**src/source/attn_proj_params.svh**
```systemverilog
// Shared widths and constants for the attention projection engine
`ifndef ATTN_PROJ_PARAMS_SVH
`define ATTN_PROJ_PARAMS_SVH

// SRAM word and address widths
`define ATTN_DATA_W 32
`define ATTN_ADDR_W 16

// One header dimension field, rows in the upper half and columns in the lower
`define ATTN_DIM_W 16

// Header word location in the input and weight SRAMs
`define ATTN_HDR_ADDR 0

// Weight matrices Q, K and V
`define ATTN_NUM_PROJ 3

`endif

```
**src/source/attn_proj_pkg.sv**
```systemverilog
// Shared struct and enum types of the attention projection engine
`include "attn_proj_params.svh"

package attn_proj_pkg;

  // Same layout as the header word
  typedef struct packed {
    logic [`ATTN_DIM_W-1:0] rows;
    logic [`ATTN_DIM_W-1:0] cols;
  } matrix_dims_t;

  typedef struct packed {
    logic [`ATTN_ADDR_W-1:0] addr;
  } sram_rd_t;

  typedef struct packed {
    logic                    en;
    logic [`ATTN_ADDR_W-1:0] addr;
    logic [`ATTN_DATA_W-1:0] data;
  } sram_wr_t;

  // Per-cycle operand control from the sequencer
  typedef struct packed {
    logic advance;
    logic dot_first;
    logic dot_last;
    logic row_last;
    logic proj_last;
  } operand_step_t;

  typedef enum logic [1:0] {
    IDLE,
    HEADER,
    COMPUTE,
    DONE
  } seq_state_e;

endpackage

```
**src/source/proj_sequencer.sv**
```systemverilog
// Projection sequencer with start handshake, header capture and operand step control
`timescale 1ns/100ps
`include "attn_proj_params.svh"

module proj_sequencer
  import attn_proj_pkg::*;
(
  input  logic                   clk,
  input  logic                   reset_n,
  input  logic                   dut_valid,
  output logic                   dut_ready,
  input  matrix_dims_t           input_hdr,
  input  matrix_dims_t           weight_hdr,
  output logic                   hdr_phase,
  output matrix_dims_t           dims,
  output logic [`ATTN_DIM_W-1:0] out_cols,
  output operand_step_t          step,
  input  logic                   write_done
);

  localparam int PROJ_W = $clog2(`ATTN_NUM_PROJ);

  seq_state_e             state;
  seq_state_e             state_next;
  logic                   hdr_cnt;
  logic [`ATTN_DIM_W-1:0] k_cnt;
  logic [`ATTN_DIM_W-1:0] col_cnt;
  logic [`ATTN_DIM_W-1:0] row_cnt;
  logic [PROJ_W-1:0]      proj_cnt;
  logic                   last_proj;

  assign hdr_phase = (state == HEADER);
  assign last_proj = (proj_cnt == PROJ_W'(`ATTN_NUM_PROJ - 1));

  // One operand pair per compute cycle
  always_comb begin
    step.advance   = (state == COMPUTE);
    step.dot_first = step.advance && (k_cnt == '0);
    step.dot_last  = step.advance && (k_cnt == dims.cols - 1'b1);
    step.row_last  = step.dot_last && (col_cnt == out_cols - 1'b1);
    step.proj_last = step.row_last && (row_cnt == dims.rows - 1'b1);
  end

  always_comb begin
    state_next = state;
    case (state)
      IDLE:    if (dut_valid && dut_ready) state_next = HEADER;
      HEADER:  if (hdr_cnt) state_next = COMPUTE;
      COMPUTE: if (step.proj_last && last_proj) state_next = DONE;
      DONE:    if (write_done) state_next = IDLE;
      default: state_next = IDLE;
    endcase
  end

  always_ff @(posedge clk) begin
    if (!reset_n) begin
      state     <= IDLE;
      dut_ready <= 1'b0;
      hdr_cnt   <= 1'b0;
      k_cnt     <= '0;
      col_cnt   <= '0;
      row_cnt   <= '0;
      proj_cnt  <= '0;
    end else begin
      state     <= state_next;
      dut_ready <= (state_next == IDLE);
      // Cycle 0 issues the header address, cycle 1 sees its data
      hdr_cnt   <= hdr_phase && !hdr_cnt;
      if (step.advance) begin
        if (!step.dot_last) begin
          k_cnt <= k_cnt + 1'b1;
        end else begin
          k_cnt <= '0;
          if (!step.row_last) begin
            col_cnt <= col_cnt + 1'b1;
          end else begin
            col_cnt <= '0;
            if (!step.proj_last) begin
              row_cnt <= row_cnt + 1'b1;
            end else begin
              row_cnt  <= '0;
              proj_cnt <= last_proj ? '0 : proj_cnt + 1'b1;
            end
          end
        end
      end
    end
  end

  // K comes from the input header, M from the weight header
  always_ff @(posedge clk) begin
    if (hdr_phase && hdr_cnt) begin
      dims     <= input_hdr;
      out_cols <= weight_hdr.cols;
    end
  end

endmodule

```
**src/source/input_addr_gen.sv**
```systemverilog
// Input operand address generator, walks one input row per dot product
`timescale 1ns/100ps
`include "attn_proj_params.svh"

module input_addr_gen
  import attn_proj_pkg::*;
(
  input  logic          clk,
  input  logic          reset_n,
  input  matrix_dims_t  dims,
  input  operand_step_t step,
  output sram_rd_t      rd
);

  // Elements follow the header word
  localparam logic [`ATTN_ADDR_W-1:0] FIRST_ADDR = `ATTN_ADDR_W'(`ATTN_HDR_ADDR + 1);

  logic [`ATTN_ADDR_W-1:0] row_base;
  logic [`ATTN_ADDR_W-1:0] cur_addr;
  logic [`ATTN_ADDR_W-1:0] next_row;

  assign next_row = row_base + `ATTN_ADDR_W'(dims.cols);
  assign rd       = '{addr: cur_addr};

  always_ff @(posedge clk) begin
    if (!reset_n) begin
      row_base <= FIRST_ADDR;
      cur_addr <= FIRST_ADDR;
    end else if (step.advance) begin
      if (step.proj_last) begin
        // Next projection starts again from row 0
        row_base <= FIRST_ADDR;
        cur_addr <= FIRST_ADDR;
      end else if (step.row_last) begin
        row_base <= next_row;
        cur_addr <= next_row;
      end else if (step.dot_last) begin
        // Same row again for the next output column
        cur_addr <= row_base;
      end else begin
        cur_addr <= cur_addr + 1'b1;
      end
    end
  end

endmodule

```
**src/source/weight_addr_gen.sv**
```systemverilog
// Weight operand address generator, walks the Q, K and V matrices column by column
`timescale 1ns/100ps
`include "attn_proj_params.svh"

module weight_addr_gen
  import attn_proj_pkg::*;
(
  input  logic          clk,
  input  logic          reset_n,
  input  operand_step_t step,
  output sram_rd_t      rd
);

  localparam int PROJ_W = $clog2(`ATTN_NUM_PROJ);
  localparam logic [`ATTN_ADDR_W-1:0] FIRST_ADDR = `ATTN_ADDR_W'(`ATTN_HDR_ADDR + 1);

  logic [`ATTN_ADDR_W-1:0] mat_base;
  logic [`ATTN_ADDR_W-1:0] cur_addr;
  logic [PROJ_W-1:0]       proj_cnt;
  logic                    last_proj;

  assign last_proj = (proj_cnt == PROJ_W'(`ATTN_NUM_PROJ - 1));
  assign rd        = '{addr: cur_addr};

  always_ff @(posedge clk) begin
    if (!reset_n) begin
      mat_base <= FIRST_ADDR;
      cur_addr <= FIRST_ADDR;
      proj_cnt <= '0;
    end else if (step.advance) begin
      if (step.proj_last) begin
        if (last_proj) begin
          mat_base <= FIRST_ADDR;
          cur_addr <= FIRST_ADDR;
          proj_cnt <= '0;
        end else begin
          // Matrices are packed back to back
          mat_base <= cur_addr + 1'b1;
          cur_addr <= cur_addr + 1'b1;
          proj_cnt <= proj_cnt + 1'b1;
        end
      end else if (step.row_last) begin
        // Next input row reuses the same columns
        cur_addr <= mat_base;
      end else begin
        cur_addr <= cur_addr + 1'b1;
      end
    end
  end

endmodule

```
**src/source/dot_product_mac.sv**
```systemverilog
// Dot-product MAC, accumulates fetched operand pairs and writes each sum to the result SRAM
`timescale 1ns/100ps
`include "attn_proj_params.svh"

module dot_product_mac
  import attn_proj_pkg::*;
(
  input  logic                    clk,
  input  logic                    reset_n,
  input  operand_step_t           step,
  input  logic [`ATTN_DATA_W-1:0] input_data,
  input  logic [`ATTN_DATA_W-1:0] weight_data,
  output sram_wr_t                result_wr,
  output logic                    write_done
);

  localparam int PROJ_W = $clog2(`ATTN_NUM_PROJ);

  operand_step_t           step_q;
  logic [`ATTN_DATA_W-1:0] product;
  logic [`ATTN_DATA_W-1:0] sum_next;
  logic [`ATTN_DATA_W-1:0] acc;
  logic [`ATTN_ADDR_W-1:0] wr_cnt;
  logic [PROJ_W-1:0]       proj_cnt;
  logic                    wr_en;
  logic [`ATTN_ADDR_W-1:0] wr_addr;
  logic [`ATTN_DATA_W-1:0] wr_data;

  // Wraps to 32 bits
  assign product  = input_data * weight_data;
  assign sum_next = (step_q.dot_first ? '0 : acc) + product;

  // Final write of the run is being registered
  assign write_done = step_q.proj_last && (proj_cnt == PROJ_W'(`ATTN_NUM_PROJ - 1));

  assign result_wr = '{en: wr_en, addr: wr_addr, data: wr_data};

  // Step delayed to meet the read data
  always_ff @(posedge clk) begin
    if (!reset_n) begin
      step_q   <= '0;
      wr_en    <= 1'b0;
      wr_cnt   <= '0;
      proj_cnt <= '0;
    end else begin
      step_q <= step;
      wr_en  <= step_q.dot_last;
      if (step_q.dot_last) begin
        // Next run writes from address 0
        wr_cnt <= write_done ? '0 : wr_cnt + 1'b1;
      end
      if (step_q.proj_last) begin
        proj_cnt <= write_done ? '0 : proj_cnt + 1'b1;
      end
    end
  end

  always_ff @(posedge clk) begin
    if (step_q.advance) begin
      acc <= sum_next;
    end
    if (step_q.dot_last) begin
      wr_addr <= wr_cnt;
      wr_data <= sum_next;
    end
  end

endmodule

```
**src/source/attn_proj_top.sv**
```systemverilog
// Attention projection top, computes Q, K and V from SRAM-resident input and weights
`timescale 1ns/100ps
`include "attn_proj_params.svh"

module attn_proj_top
  import attn_proj_pkg::*;
(
  input  logic                    clk,
  input  logic                    reset_n,
  input  logic                    dut_valid,
  output logic                    dut_ready,
  output sram_rd_t                input_rd,
  input  logic [`ATTN_DATA_W-1:0] input_rd_data,
  output sram_rd_t                weight_rd,
  input  logic [`ATTN_DATA_W-1:0] weight_rd_data,
  output sram_wr_t                result_wr
);

  localparam sram_rd_t HDR_RD = '{addr: `ATTN_ADDR_W'(`ATTN_HDR_ADDR)};

  matrix_dims_t  dims;
  operand_step_t step;
  logic          hdr_phase;
  logic          write_done;
  sram_rd_t      input_gen_rd;
  sram_rd_t      weight_gen_rd;

  // Both headers sit at the same address
  assign input_rd  = hdr_phase ? HDR_RD : input_gen_rd;
  assign weight_rd = hdr_phase ? HDR_RD : weight_gen_rd;

  // M only sets the column boundary inside the sequencer
  proj_sequencer proj_sequencer_inst (
    .clk        (clk),
    .reset_n    (reset_n),
    .dut_valid  (dut_valid),
    .dut_ready  (dut_ready),
    .input_hdr  (matrix_dims_t'(input_rd_data)),
    .weight_hdr (matrix_dims_t'(weight_rd_data)),
    .hdr_phase  (hdr_phase),
    .dims       (dims),
    .out_cols   (),
    .step       (step),
    .write_done (write_done)
  );

  input_addr_gen input_addr_gen_inst (
    .clk     (clk),
    .reset_n (reset_n),
    .dims    (dims),
    .step    (step),
    .rd      (input_gen_rd)
  );

  weight_addr_gen weight_addr_gen_inst (
    .clk     (clk),
    .reset_n (reset_n),
    .step    (step),
    .rd      (weight_gen_rd)
  );

  dot_product_mac dot_product_mac_inst (
    .clk         (clk),
    .reset_n     (reset_n),
    .step        (step),
    .input_data  (input_rd_data),
    .weight_data (weight_rd_data),
    .result_wr   (result_wr),
    .write_done  (write_done)
  );

endmodule

```
**config.mk**
```make
export PLATFORM = sky130hd
export DESIGN_NAME = attn_proj_top
export DESIGN_NICKNAME = d
export VERILOG_FILES = /design/src/source/attn_proj_pkg.sv /design/src/source/proj_sequencer.sv /design/src/source/input_addr_gen.sv /design/src/source/weight_addr_gen.sv /design/src/source/dot_product_mac.sv /design/src/source/attn_proj_top.sv
export VERILOG_INCLUDE_DIRS = /design/src /design/src/source
export SDC_FILE = /design/constraint.sdc
export NUM_CORES = 2
export LEC_CHECK = 0
export BUFFER_PORTS_ARGS = -buffer_cell sky130_fd_sc_hd__buf_2
export CAP_MARGIN = 20
export CORE_UTILIZATION = 55
export CTS_BUF_LIST = sky130_fd_sc_hd__clkbuf_16
export DETAILED_ROUTE_END_ITERATION = 12
export PLACE_DENSITY = 0.76
export RECOVER_POWER = 100
export SETUP_SLACK_MARGIN = 0.3
export SYNTH_ARGS = -nofsm -noshare
export SYNTH_HDL_FRONTEND = slang
export SYNTH_SLANG_ARGS = --single-unit
```
**constraint.sdc**
```tcl
create_clock -name clk -period 22.9 [get_ports clk]
set_clock_uncertainty 0.2 [all_clocks]
set_input_delay 3.435 -clock clk [delete_from_list [all_inputs] [get_ports clk]]
set_output_delay 3.435 -clock clk [all_outputs]
set_load 0.005 [all_outputs]
```
==> impl_metrics.env <==
export IMPL_post_drt_wl_per_cell_microns=19.7
export IMPL_root_buffer="clkbuf_16"
export IMPL_cts_tree="yes"
export IMPL_endpoint="dot_product_mac_inst.wr_data[31]"
export IMPL_htree_levels=2
export IMPL_synth_seq_cells=271
export IMPL_worst_path_stages=25
export IMPL_overflow=0
export IMPL_synthTopCellsByArea="fa_1 (29%), edfxtp_1 (13%), dfxtp_1 (9.4%)"
export IMPL_drtIter0Drc=1804
export IMPL_finalSetupTns_ps=0
export IMPL_yosys_area_top_type="fa_1"
export IMPL_stdcell_area_sq_um=32800
export IMPL_hp_class="flip-flop to flip-flop"
export IMPL_worst_path_most_repeated_cell="fa_1"
export IMPL_syn_cell_area_sq_um=30400
export IMPL_gp_congestion=0.924
export IMPL_ctsHoldBuffers=0
export IMPL_arrival_ps=11590
export IMPL_finalCriticalPeriod_ps=11500
export IMPL_final_common_cell="inv_1"
export IMPL_antenna_found_initial=4
export IMPL_placedCellCount=3974
export IMPL_die_w_microns=237
export IMPL_critPathLaunchType="input pin"
export IMPL_async_flop_share_pct=0
export IMPL_coreArea_sq_um=54200
export IMPL_synthDistinctLibCells=90
export IMPL_synth_top_cell_area_share_pct=28.9
export IMPL_die_area_sq_um=56300
export IMPL_clock_latency_ps=560
export IMPL_cp_required_ps=22990
export IMPL_grt_pass1_wl_mm=127
export IMPL_placed_area_sq_um=31600
export IMPL_syn_nets=3912
export IMPL_ys_flop_type="dfxtp_1"
export IMPL_io_pins=149
export IMPL_fin_nets=3971
export IMPL_postCtsResizedCells=0
export IMPL_max_stage_delay_ps=1320
export IMPL_hold_viol_final=0
export IMPL_start_util_pct=56.1
export IMPL_drc=0
export IMPL_rsz0062_at_grt="no"
export IMPL_cts_made_buffers=35
export IMPL_drive_gt1_share_pct=5.35
export IMPL_yosysWarningCount=0
export IMPL_ant_nets=0
export IMPL_netlist_instances=3257
export IMPL_status="complete, but fails checks"
export IMPL_endpoint_kind="flip-flop"
export IMPL_crit_start="weight_rd_data[1]"
export IMPL_worst_pin_slew_ps=3510
export IMPL_grt_total_usage_pct=29.2
export IMPL_drt_pass1_iterations=6
export IMPL_cts_sinks=271
export IMPL_num_rows=85
export IMPL_slowest_stage="clkbuf_1"
export IMPL_fill_cells=4614
export IMPL_rrSetupSlack_ps=14690
export IMPL_reg2reg_from="dot_product_mac_inst.step_q[3]"
export IMPL_violations="capacitance limit, slew limit"
export IMPL_fin_crit_sh_pct=50.2
export IMPL_hold_ws_ps=242
export IMPL_synth_edf_count=128
export IMPL_fmax_ghz=0.0869
export IMPL_io_buffers=148
export IMPL_maxCapViolations=24
export IMPL_cts_buffer_depth=3
export IMPL_cts_reportedPaths_clkPinSlew_ps=60
export IMPL_critical_path_class="input pin to flip-flop"
export IMPL_multi_input_area_sq_um=21100
export IMPL_hpwl_mm=58.7
export IMPL_r2r_end="dot_product_mac_inst.wr_data[31]"
export IMPL_instances_no_fill=4042
export IMPL_final_max_slew_violation_count=784
export IMPL_reg2regPathDepth=25
export IMPL_wl_mm=79.4
export IMPL_setup_viol=0
export IMPL_grt_max_degree=57
export IMPL_areaGrowthSynthToFinish_pct=7.61
export IMPL_path_delay_family="adder cells"
export IMPL_cp_max_fo=32
export IMPL_grt_pass1_vias=23339
export IMPL_crit_buf_inv=6
export IMPL_relSlewSlack_pct=-134
export IMPL_final_cell_mix="inv_1 (559), fa_1 (439), and2_1 (406)"
export IMPL_die_h_microns=237
export IMPL_cts_setup_buffers=0
export IMPL_viasPerCell=5.66
export IMPL_seq_area_frac_synth_pct=22.0
export IMPL_syn_area_per_cell_sq_um=9.35
export IMPL_seq_area_sq_um=6710
export IMPL_num_vias=22892
## final cells by class
class	count	share of cell area, %
Multi-Input combinational cell	2297	64.4
Sequential cell	271	20.5
Inverter	553	6.34
Clock buffer	35	2.67
Tap cell	696	2.66
Timing Repair Buffer	158	2.15
Clock inverter	29	1.25
Antenna cell	3	0.0229
## tightest hold or removal path, delay by kind of cell (launching register included)
family / cells / cell delay (ps)
and+or+nand+nor: 2 / 90
DFF: 1 / 310
## worst min-delay path by stage
stage	cells past startpoint	startpoint	endpoint
after global placement	2	weight_addr_gen_inst.mat_base[2]	weight_addr_gen_inst.rd[2]
final	2	weight_addr_gen_inst.mat_base[2]	weight_addr_gen_inst.rd[2]
after floorplan	2	weight_addr_gen_inst.mat_base[2]	weight_addr_gen_inst.rd[2]
after CTS	2	weight_addr_gen_inst.mat_base[2]	weight_addr_gen_inst.rd[2]
after global routing	2	weight_addr_gen_inst.mat_base[10]	weight_addr_gen_inst.rd[10]
after detailed placement	2	weight_addr_gen_inst.mat_base[2]	weight_addr_gen_inst.rd[2]
## kinds of logic after synthesis
kind of cell / Yosys count / share of synthesized area [%]
and+or+nand+nor: 1171 / 20.8
buffers and inverters: 689 / 8.67
adders and majority gates: 588 / 35.0
AOI/OAI and AO/OA: 293 / 6.31
DFF: 271 / 22.0
xor gates and xnor gates: 220 / 6.33
muxes: 25 / 0.867
## metal layers
metal | routed length (microns) | share of wire [%] | track usage (%)
met1 | 32200 | 41 | 39.0
met2 | 36800 | 46 | 46.5
met3 | 7620 | 9.6 | 6.92
met4 | 2840 | 3.6 | 10.4
met5 | 20 | 0.025 | 0
## sequential cells by signal, summed over array words and instances, names as in the netlist, 4 cells and up
register                       flops
dot_product_mac_inst.wr_cnt       16
dot_product_mac_inst.acc          32
input_addr_gen_inst.rd            16
input_addr_gen_inst.row_base      16
proj_sequencer_inst.out_cols      16
weight_addr_gen_inst.mat_base     16
weight_addr_gen_inst.rd           16
proj_sequencer_inst.k_cnt         16
proj_sequencer_inst.col_cnt       16
dot_product_mac_inst.step_q        4
proj_sequencer_inst.dims          32
dot_product_mac_inst.wr_addr      16
proj_sequencer_inst.row_cnt       16
dot_product_mac_inst.wr_data      32
## metrics by stage
| stage | util (%) | setup WS [ps] |
|---|---|---|
| finish | 60.4 | 11400 |
| CTS | 60.6 | 12300 |
| global placement | 58.2 | 11820 |
| floorplan | - | 12650 |
| global route | 60.4 | 11100 |
| detailed placement | 58.2 | 11720 |
## cells in the mapped netlist (49+ instances only)
cell type / number
nor3_1: 49
inv_1: 553
and2_1: 421
nand2_1: 285
fa_1: 439
o21ai_0: 59
a21oi_1: 78
dfxtp_1: 143
ha_1: 149
clkbuf_1: 118
xor2_1: 77
nand3_1: 55
edfxtp_1: 128
xnor2_1: 143
nor2_1: 135
Power is not shown: default switching activity piles up to over one toggle a cycle in this logic, so the estimate is an artifact.
